===== src/hdl/rbcpRegPkg.sv =====
//--------------------------------------------------------------------
// RBCP register file shared definitions
// Bus and register widths, the address map of the fixed registers
// and the identification values read back by the host
//--------------------------------------------------------------------
`default_nettype none

package rbcpRegPkg;

  //--------------------------------------------------------------------
  // widths and geometry
  //--------------------------------------------------------------------
  localparam int rbcpAddrWidth = 32;                    // full RBCP address
  localparam int dataWidth     = 8;                     // one register byte
  localparam int bankCount     = 8;
  localparam int bankDepth     = 16;                    // registers per bank
  localparam int regCount      = bankCount * bankDepth; // 0x00 to 0x7F
  localparam int idxWidth      = $clog2(bankDepth);     // low address nibble
  localparam int bankWidth     = $clog2(bankCount);
  localparam int regAddrWidth  = bankWidth + idxWidth;  // 7 bit register address

  //--------------------------------------------------------------------
  // types
  //--------------------------------------------------------------------
  typedef logic [rbcpAddrWidth-1:0]       rbcpAddrT;
  typedef logic [dataWidth-1:0]           byteT;
  typedef logic [bankCount-1:0]           bankSelT;   // one hot, bank 0 in bit 0
  typedef logic [idxWidth-1:0]            regIdxT;
  typedef logic [bankCount*dataWidth-1:0] bankRdT;    // bank 0 in low byte

  //--------------------------------------------------------------------
  // address map and identification
  //--------------------------------------------------------------------
  localparam int idRegCount = 5;                      // 0x00 to 0x04, read only

  // date code spread over 0x00 to 0x03, msb first
  localparam logic [(idRegCount-1)*dataWidth-1:0] synDate = 32'h0A1B_2C3D;
  localparam byteT fpgaVer = 8'h01;                    // at 0x04

  localparam logic [regAddrWidth-1:0] dipSwAddr = 7'h05; // switch status
  localparam logic [regAddrWidth-1:0] ledAddr   = 7'h06; // first writable entry

endpackage

`default_nettype wire


===== src/hdl/rbcpDecode.sv =====
//--------------------------------------------------------------------
// RBCP input stage
// Registers the access strobes, write data and register index and
// turns the address into a one-hot bank select for 0x00 to 0x7F
//--------------------------------------------------------------------
`timescale 1ns/100ps
`default_nettype none

module rbcpDecode (
  input  wire logic                 CLK,
  input  wire logic                 RST,
  // RBCP side
  input  wire rbcpRegPkg::rbcpAddrT rbcpAddr_i,
  input  wire logic                 rbcpWe_i,   // one cycle write strobe
  input  wire logic                 rbcpRe_i,   // one cycle read strobe
  input  wire rbcpRegPkg::byteT     rbcpWd_i,
  // decoded access
  output rbcpRegPkg::bankSelT       bankSel_o,
  output rbcpRegPkg::regIdxT        regIdx_o,
  output logic                      accWe_o,
  output logic                      accRe_o,
  output rbcpRegPkg::byteT          accWd_o
);

  import rbcpRegPkg::*;

  logic                 inRange;
  logic [bankWidth-1:0] bankIdx;
  bankSelT              bankSelNext;

  //--------------------------------------------------------------------
  // address decode
  //--------------------------------------------------------------------
  assign inRange = (rbcpAddr_i[rbcpAddrWidth-1:regAddrWidth] == '0); // below 0x80
  assign bankIdx = rbcpAddr_i[regAddrWidth-1:idxWidth];              // 16 byte window

  always_comb begin
    bankSelNext = '0;
    if (inRange) begin
      bankSelNext[bankIdx] = 1'b1;
    end
  end

  //--------------------------------------------------------------------
  // input register
  //--------------------------------------------------------------------
  always_ff @(posedge CLK) begin
    if (RST) begin
      bankSel_o <= '0;
      accWe_o   <= 1'b0;
      accRe_o   <= 1'b0;
    end else begin
      bankSel_o <= bankSelNext;
      accWe_o   <= rbcpWe_i;
      accRe_o   <= rbcpRe_i;
    end
  end

  // payload, qualified downstream by the strobes
  always_ff @(posedge CLK) begin
    regIdx_o <= rbcpAddr_i[idxWidth-1:0];
    accWd_o  <= rbcpWd_i;
  end

  //--------------------------------------------------------------------
  // checks
  //--------------------------------------------------------------------
  // at most one bank may claim an access
  bankSelOneHot : assert property (
    @(posedge CLK) disable iff (RST)
    $onehot0(bankSel_o)
  ) else $error("ERROR bankSel_o not one-hot: %h", bankSel_o);

endmodule

`default_nettype wire


===== src/hdl/rbcpRegTop.sv =====
//--------------------------------------------------------------------
// RBCP register file
// Decode, register storage and response stages between the RBCP
// slave and the board switches and LEDs
//--------------------------------------------------------------------
`timescale 1ns/100ps
`default_nettype none

module rbcpRegTop (
  input  wire logic                 CLK,
  input  wire logic                 RST,
  // RBCP
  input  wire rbcpRegPkg::rbcpAddrT rbcpAddr_i,
  input  wire logic                 rbcpWe_i,
  input  wire rbcpRegPkg::byteT     rbcpWd_i,
  input  wire logic                 rbcpRe_i,
  output wire rbcpRegPkg::byteT     rbcpRd_o,
  output wire logic                 rbcpAck_o,
  // board
  input  wire rbcpRegPkg::byteT     dipSw_i,
  output wire rbcpRegPkg::byteT     led_o
);

  import rbcpRegPkg::*;

  wire bankSelT bankSel;
  wire regIdxT  regIdx;
  wire logic    accWe;
  wire logic    accRe;
  wire byteT    accWd;
  wire bankRdT  bankRd;

  //--------------------------------------------------------------------
  // stages
  //--------------------------------------------------------------------
  rbcpDecode decode_i (
    .CLK        (CLK),
    .RST        (RST),
    .rbcpAddr_i (rbcpAddr_i),
    .rbcpWe_i   (rbcpWe_i),
    .rbcpRe_i   (rbcpRe_i),
    .rbcpWd_i   (rbcpWd_i),
    .bankSel_o  (bankSel),
    .regIdx_o   (regIdx),
    .accWe_o    (accWe),
    .accRe_o    (accRe),
    .accWd_o    (accWd)
  );

  regBank bank_i (
    .CLK       (CLK),
    .RST       (RST),
    .bankSel_i (bankSel),
    .regIdx_i  (regIdx),
    .accWe_i   (accWe),
    .accWd_i   (accWd),
    .dipSw_i   (dipSw_i),
    .bankRd_o  (bankRd),     // registered bank bytes
    .led_o     (led_o)
  );

  rbcpResponse response_i (
    .CLK       (CLK),
    .RST       (RST),
    .bankSel_i (bankSel),
    .accWe_i   (accWe),
    .accRe_i   (accRe),
    .bankRd_i  (bankRd),
    .rbcpRd_o  (rbcpRd_o),
    .rbcpAck_o (rbcpAck_o)
  );

endmodule

`default_nettype wire


===== src/hdl/rbcpResponse.sv =====
//--------------------------------------------------------------------
// RBCP response pipeline
// Two stages that pick the addressed bank byte on reads and issue a
// one cycle acknowledge for every access inside the register window
//--------------------------------------------------------------------
`timescale 1ns/100ps
`default_nettype none

module rbcpResponse (
  input  wire logic                CLK,
  input  wire logic                RST,
  // decoded access
  input  wire rbcpRegPkg::bankSelT bankSel_i,
  input  wire logic                accWe_i,
  input  wire logic                accRe_i,
  // bank bytes, one stage behind the decode
  input  wire rbcpRegPkg::bankRdT  bankRd_i,
  // RBCP side
  output rbcpRegPkg::byteT         rbcpRd_o,
  output logic                     rbcpAck_o
);

  import rbcpRegPkg::*;

  bankSelT rdMask;     // banks whose byte goes out
  logic    ackPend;
  byteT    rdMerge;

  //--------------------------------------------------------------------
  // stage one
  //--------------------------------------------------------------------
  always_ff @(posedge CLK) begin
    if (RST) begin
      rdMask  <= '0;
      ackPend <= 1'b0;
    end else begin
      rdMask  <= accRe_i ? bankSel_i : '0;              // writes return no data
      ackPend <= (|bankSel_i) && (accWe_i || accRe_i);  // out of window stays silent
    end
  end

  //--------------------------------------------------------------------
  // stage two
  //--------------------------------------------------------------------
  // and-or merge, at most one mask bit is set
  always_comb begin
    rdMerge = '0;
    for (int b = 0; b < bankCount; b++) begin
      rdMerge |= bankRd_i[b*dataWidth +: dataWidth] & {dataWidth{rdMask[b]}};
    end
  end

  always_ff @(posedge CLK) begin
    if (RST) begin
      rbcpAck_o <= 1'b0;
      rbcpRd_o  <= '0;
    end else begin
      rbcpAck_o <= ackPend;
      rbcpRd_o  <= rdMerge;    // zero unless a read lands here
    end
  end

  //--------------------------------------------------------------------
  // checks
  //--------------------------------------------------------------------
  // an ack with no access right behind it must drop the next cycle
  ackSingleCycle : assert property (
    @(posedge CLK) disable iff (RST)
    rbcpAck_o && !$past(accWe_i || accRe_i, 1) |=> !rbcpAck_o
  ) else $error("ERROR rbcpAck_o held high: %h", rbcpAck_o);

endmodule

`default_nettype wire


===== src/hdl/regBank.sv =====
//--------------------------------------------------------------------
// RBCP register storage
// 128 byte registers in 8 banks of 16, with read-only identification
// bytes, a sampled switch status byte and the LED register, and a
// registered read of the indexed byte from every bank
//--------------------------------------------------------------------
`timescale 1ns/100ps
`default_nettype none

module regBank (
  input  wire logic                CLK,
  input  wire logic                RST,
  // decoded access
  input  wire rbcpRegPkg::bankSelT bankSel_i,
  input  wire rbcpRegPkg::regIdxT  regIdx_i,
  input  wire logic                accWe_i,
  input  wire rbcpRegPkg::byteT    accWd_i,
  // board side
  input  wire rbcpRegPkg::byteT    dipSw_i,
  // read path and LEDs
  output rbcpRegPkg::bankRdT       bankRd_o,
  output rbcpRegPkg::byteT         led_o
);

  import rbcpRegPkg::*;

  byteT                    regs [regCount];     // flat register array
  logic [bankWidth-1:0]    wrBank;
  logic [regAddrWidth-1:0] wrAddr;
  logic                    wrHit;

  //--------------------------------------------------------------------
  // write address
  //--------------------------------------------------------------------
  // bank select back to a bank number
  always_comb begin
    wrBank = '0;
    for (int b = 0; b < bankCount; b++) begin
      if (bankSel_i[b]) begin
        wrBank = bankWidth'(b);
      end
    end
  end

  assign wrAddr = {wrBank, regIdx_i};

  // identification and switch status are not host writable
  assign wrHit = accWe_i && (|bankSel_i) && (wrAddr >= ledAddr);

  //--------------------------------------------------------------------
  // register array
  //--------------------------------------------------------------------
  always_ff @(posedge CLK) begin
    if (RST) begin
      for (int i = 0; i < regCount; i++) begin
        regs[i] <= '0;
      end
      // date bytes, most significant at the lowest address
      for (int i = 0; i < idRegCount - 1; i++) begin
        regs[i] <= synDate[(idRegCount-2-i)*dataWidth +: dataWidth];
      end
      regs[idRegCount-1] <= fpgaVer;
    end else begin
      regs[dipSwAddr] <= dipSw_i;      // sampled every cycle
      if (wrHit) begin
        regs[wrAddr] <= accWd_i;
      end
    end
  end

  //--------------------------------------------------------------------
  // read path
  //--------------------------------------------------------------------
  // every bank presents its byte at the index, response picks one
  always_ff @(posedge CLK) begin
    for (int b = 0; b < bankCount; b++) begin
      bankRd_o[b*dataWidth +: dataWidth] <= regs[b*bankDepth + int'(regIdx_i)];
    end
  end

  assign led_o = regs[ledAddr];

  //--------------------------------------------------------------------
  // checks
  //--------------------------------------------------------------------
  logic [idRegCount*dataWidth-1:0] idVec;

  always_comb begin
    for (int i = 0; i < idRegCount; i++) begin
      idVec[i*dataWidth +: dataWidth] = regs[i];
    end
  end

  // no access path may alter the identification bytes
  idRegsStable : assert property (
    @(posedge CLK) disable iff (RST)
    $stable(idVec)
  ) else $error("ERROR idVec changed: %h -> %h", $past(idVec), idVec);

endmodule

`default_nettype wire


===== config.mk =====
export PLATFORM = sky130hd
export DESIGN_NAME = rbcpRegTop
export DESIGN_NICKNAME = d
export VERILOG_FILES = /design/src/hdl/rbcpRegPkg.sv /design/src/hdl/rbcpDecode.sv /design/src/hdl/rbcpRegTop.sv /design/src/hdl/rbcpResponse.sv /design/src/hdl/regBank.sv
export SDC_FILE = /design/constraint.sdc
export NUM_CORES = 2
export LEC_CHECK = 0
export BUFFER_PORTS_ARGS = -buffer_cell sky130_fd_sc_hd__buf_2
export CAP_MARGIN = 10
export CELL_PAD_IN_SITES_DETAIL_PLACEMENT = 1
export CELL_PAD_IN_SITES_GLOBAL_PLACEMENT = 1
export CORE_MARGIN = 2
export CORE_UTILIZATION = 50
export DETAILED_ROUTE_END_ITERATION = 10
export PLACE_DENSITY_LB_ADDON = 0.3
export SYNTH_ARGS = -nofsm -noshare
export SYNTH_HDL_FRONTEND = slang
export SYNTH_HIERARCHICAL = 1
export SYNTH_SLANG_ARGS = --single-unit

===== constraint.sdc =====
create_clock -name CLK -period 8 [get_ports CLK]
set_input_delay 2.4 -clock CLK [delete_from_list [all_inputs] [get_ports CLK]]
set_output_delay 2.4 -clock CLK [all_outputs]
set_load 0.05 [all_outputs]

==> flow_metrics.env <==
export IMPL_track_usage_pct=37.85
export IMPL_seqCellArea_um2=32770
export IMPL_drc=0
export IMPL_core_um2=95150
export IMPL_synth_distinct_cells=70
export IMPL_fin_crit_sh_pct=59.34
export IMPL_firstDrtPassIters=7
export IMPL_drv_cap=0
export IMPL_fin_nets=3796
export IMPL_synth_warnings=6
export IMPL_crit_chain="buf_6 -> nand2b_1 -> nor4b_4 -> nand2_1 -> o21bai_1"
export IMPL_whs_ns=0.5570
export IMPL_seq_area_frac_synth_pct=68.06
export IMPL_synth_area_leader_cell="edfxtp_1"
export IMPL_place_inst=4893
export IMPL_hp_class="reg -> reg"
export IMPL_crit_type="in -> reg"
export IMPL_synth_edf_count=1016
export IMPL_routed_wl_mm=188.1
export IMPL_final_fill_count=9320
export IMPL_slew_viol_final=0
export IMPL_synth_most_common_cell="edfxtp_1"
export IMPL_r2r_start="decode_i/regIdx_o[0]"
export IMPL_totalPowerFinal_mw=13.06
export IMPL_fmax_mhz=210.7
export IMPL_grt_ovfl_total=0
export IMPL_cts_buffer_depth=3
export IMPL_syn_area_per_cell_um2=12.80
export IMPL_io_pins=69
export IMPL_status="finished, final reports clean"
export IMPL_cts_tree="yes"
export IMPL_vias=35770
export IMPL_cp_max_fo=56
export IMPL_setup_worst_path_start="RST"
export IMPL_die_area_um2=98740
export IMPL_synthTopCellsByArea="edfxtp_1 (63%), nor2_1 (7.6%), dfxtp_1 (4.7%), mux2i_1 (2.1%), mux2_2 (1.8%)"
export IMPL_cellLeakagePower_nw=17.77
export IMPL_endpoint="bank_i/regs[27][5]"
export IMPL_post_drt_wl_per_cell_um=36.70
export IMPL_area_growth_syn_to_layout_pct=11.01
export IMPL_antenna_found_initial=16
export IMPL_fin_crit_ns=4.747
export IMPL_ant_nets=0
export IMPL_fin_tns_setup_ns=0
export IMPL_layout_drive_gt1_share_pct=12.98
export IMPL_critical_path_slowest_cell="nor4b_4"
export IMPL_drt_iter0_drc=6057
export IMPL_cp_arrival_ns=5.08
export IMPL_synthesis_instances=3758
export IMPL_clock_root_buffer="clkbuf_16"
export IMPL_r2r_cells=5
export IMPL_chipHeight_um=314.2
export IMPL_crit_required_ns=8.34
export IMPL_r2r_end="bank_i/regs[54][4]"
export IMPL_insertion_delay_ns=0.73
export IMPL_synth_commonest_cells="edfxtp_1 (1016), nor2_1 (973), clkbuf_1 (217), nand2_1 (200), dfxtp_1 (112)"
export IMPL_cts_made_buffers=114
export IMPL_slowest_delay_ns=0.97
export IMPL_end_kind="register"
export IMPL_hold_buffers=0
export IMPL_rsz0062_at_grt="no"
export IMPL_cts_clk_slew_worst_paths_ns=0.07
export IMPL_die_x_um=314.2
export IMPL_grt_max_degree=113
export IMPL_start_util_pct=50.57
export IMPL_syn_area_um2=48120
export IMPL_p_per_area_nw_per_um2=244.4
export IMPL_place_gp_congestion=0.9757
export IMPL_slew_headroom_pct=8.321
export IMPL_min_from="decode_i/bankSel_o[0]"
export IMPL_finClkSkew_ns=0.02840
export IMPL_finalHoldViolCount=0
export IMPL_dp_hpwl_mm=117.4
export IMPL_grt_pass1_wl_mm=263.0
export IMPL_finish_utilization_pct=56.14
export IMPL_multiInputGateArea_um2=14300
export IMPL_crit_cells=5
export IMPL_port_buffers=68
export IMPL_vdd_drop_max_uv=178.4
export IMPL_path_buf_inv=1
export IMPL_synth_top_flop_cell="edfxtp_1"
export IMPL_routed_via_density=6.980
export IMPL_reg2reg_slack_ns=3.75
export IMPL_first_global_vias=35120
export IMPL_worstMarginPinSlew_ns=1.372
export IMPL_post_cts_buffers=0
export IMPL_ctsResizeCount=0
export IMPL_critical_path_top_delay_family="simple AND/OR/NAND/NOR gates"
export IMPL_h_tree_depth=3
export IMPL_clock_sinks=1128
export IMPL_synth_top_area_share_pct=63.40
export IMPL_async_flop_share_pct=0
export IMPL_start_kind="input pin"
export IMPL_finalSetupViolations=0
export IMPL_ys_ff_latch=1128
export IMPL_instances_no_fill=5124
export IMPL_rows=113
## per-stage QoR
step | instance area, µm² | setup slack [ns]
final | 53420 | 3.253
after global routing | 53380 | 3.182
after CTS | 53380 | 3.339
after detailed placement | 49690 | 2.659
after global placement | 49690 | 2.783
after floorplan | 48260 | 3.645
## report_power, final
part,total (mW),switching [mW],internal (mW)
registers,6.74,0.117,6.62
clock network,5.42,2.38,3.04
logic,0.892,0.667,0.226
total,13.1,3.17,9.89
## registers in the layout, indices dropped and copies added, names as in the netlist
register              count
decode_i/accRe_o          1
decode_i/bankSel_o        8
response_i/rbcpAck_o      1
decode_i/regIdx_o         4
response_i/rbcpRd_o       8
decode_i/accWd_o          8
response_i/rdMask         8
response_i/ackPend        1
bank_i/regs            1024
bank_i/bankRd_o          64
decode_i/accWe_o          1
## routing by layer
metal  wire length, µm  global-route usage, %  up-vias
li1                  -                      -    13960
met1             65950                  48.55    18090
met2             83510                  56.72     3001
met3             26280                  12.42      701
met4             12190                  21.45       20
met5               137                      0        -
## final cells by class
class	count	area share, %
diodes	16	0.07495
clock buffers	158	6.057
clock inverters	57	0.8549
inverters	6	0.04685
multi-input cells	2342	26.76
flip-flops and latches	1128	61.34
well taps	1265	2.963
repair buffers	152	1.900
## layout by cell type (no fill, tap or decap), types with 76 or more instances in the layout
cell type,instances
buf_4,81
clkbuf_16,120
nor2_1,970
nand2_1,189
o21bai_1,93
mux2_2,76
dfxtp_1,108
edfxtp_1,1016
a221oi_1,86
a22oi_1,105
mux2i_1,99
## worst register-to-register path, cell delays in order (launching register included)
cell and delay [ns]:
dfxtp_4 0.51, nor2b_2 0.81, buf_4 0.46, nand2_1 0.47, nor2_1 1.04, a41o_1 0.59
## logic make-up after synthesis
kind of cell / synth area share [%]
AOI/OAI and AO/OA: 11.55
DFF: 68.06
buffers and inverters: 2.813
muxes: 5.569
other: 0.01561
and+or+nand+nor: 11.99
## worst min path at each step
stage / depth (start not counted) / to / slack, ns
2_1_floorplan: 1 / response_i/rbcpAck_o / 0.41
3_3_place_gp: 2 / response_i/ackPend / 0.52
3_5_place_dp: 2 / response_i/ackPend / 0.54
4_1_cts: 2 / response_i/ackPend / 0.54
5_1_grt: 1 / response_i/rdMask[0] / 0.57
6_report: 1 / response_i/rdMask[0] / 0.56
No activity file was read; power rests on OpenSTA's default activity.
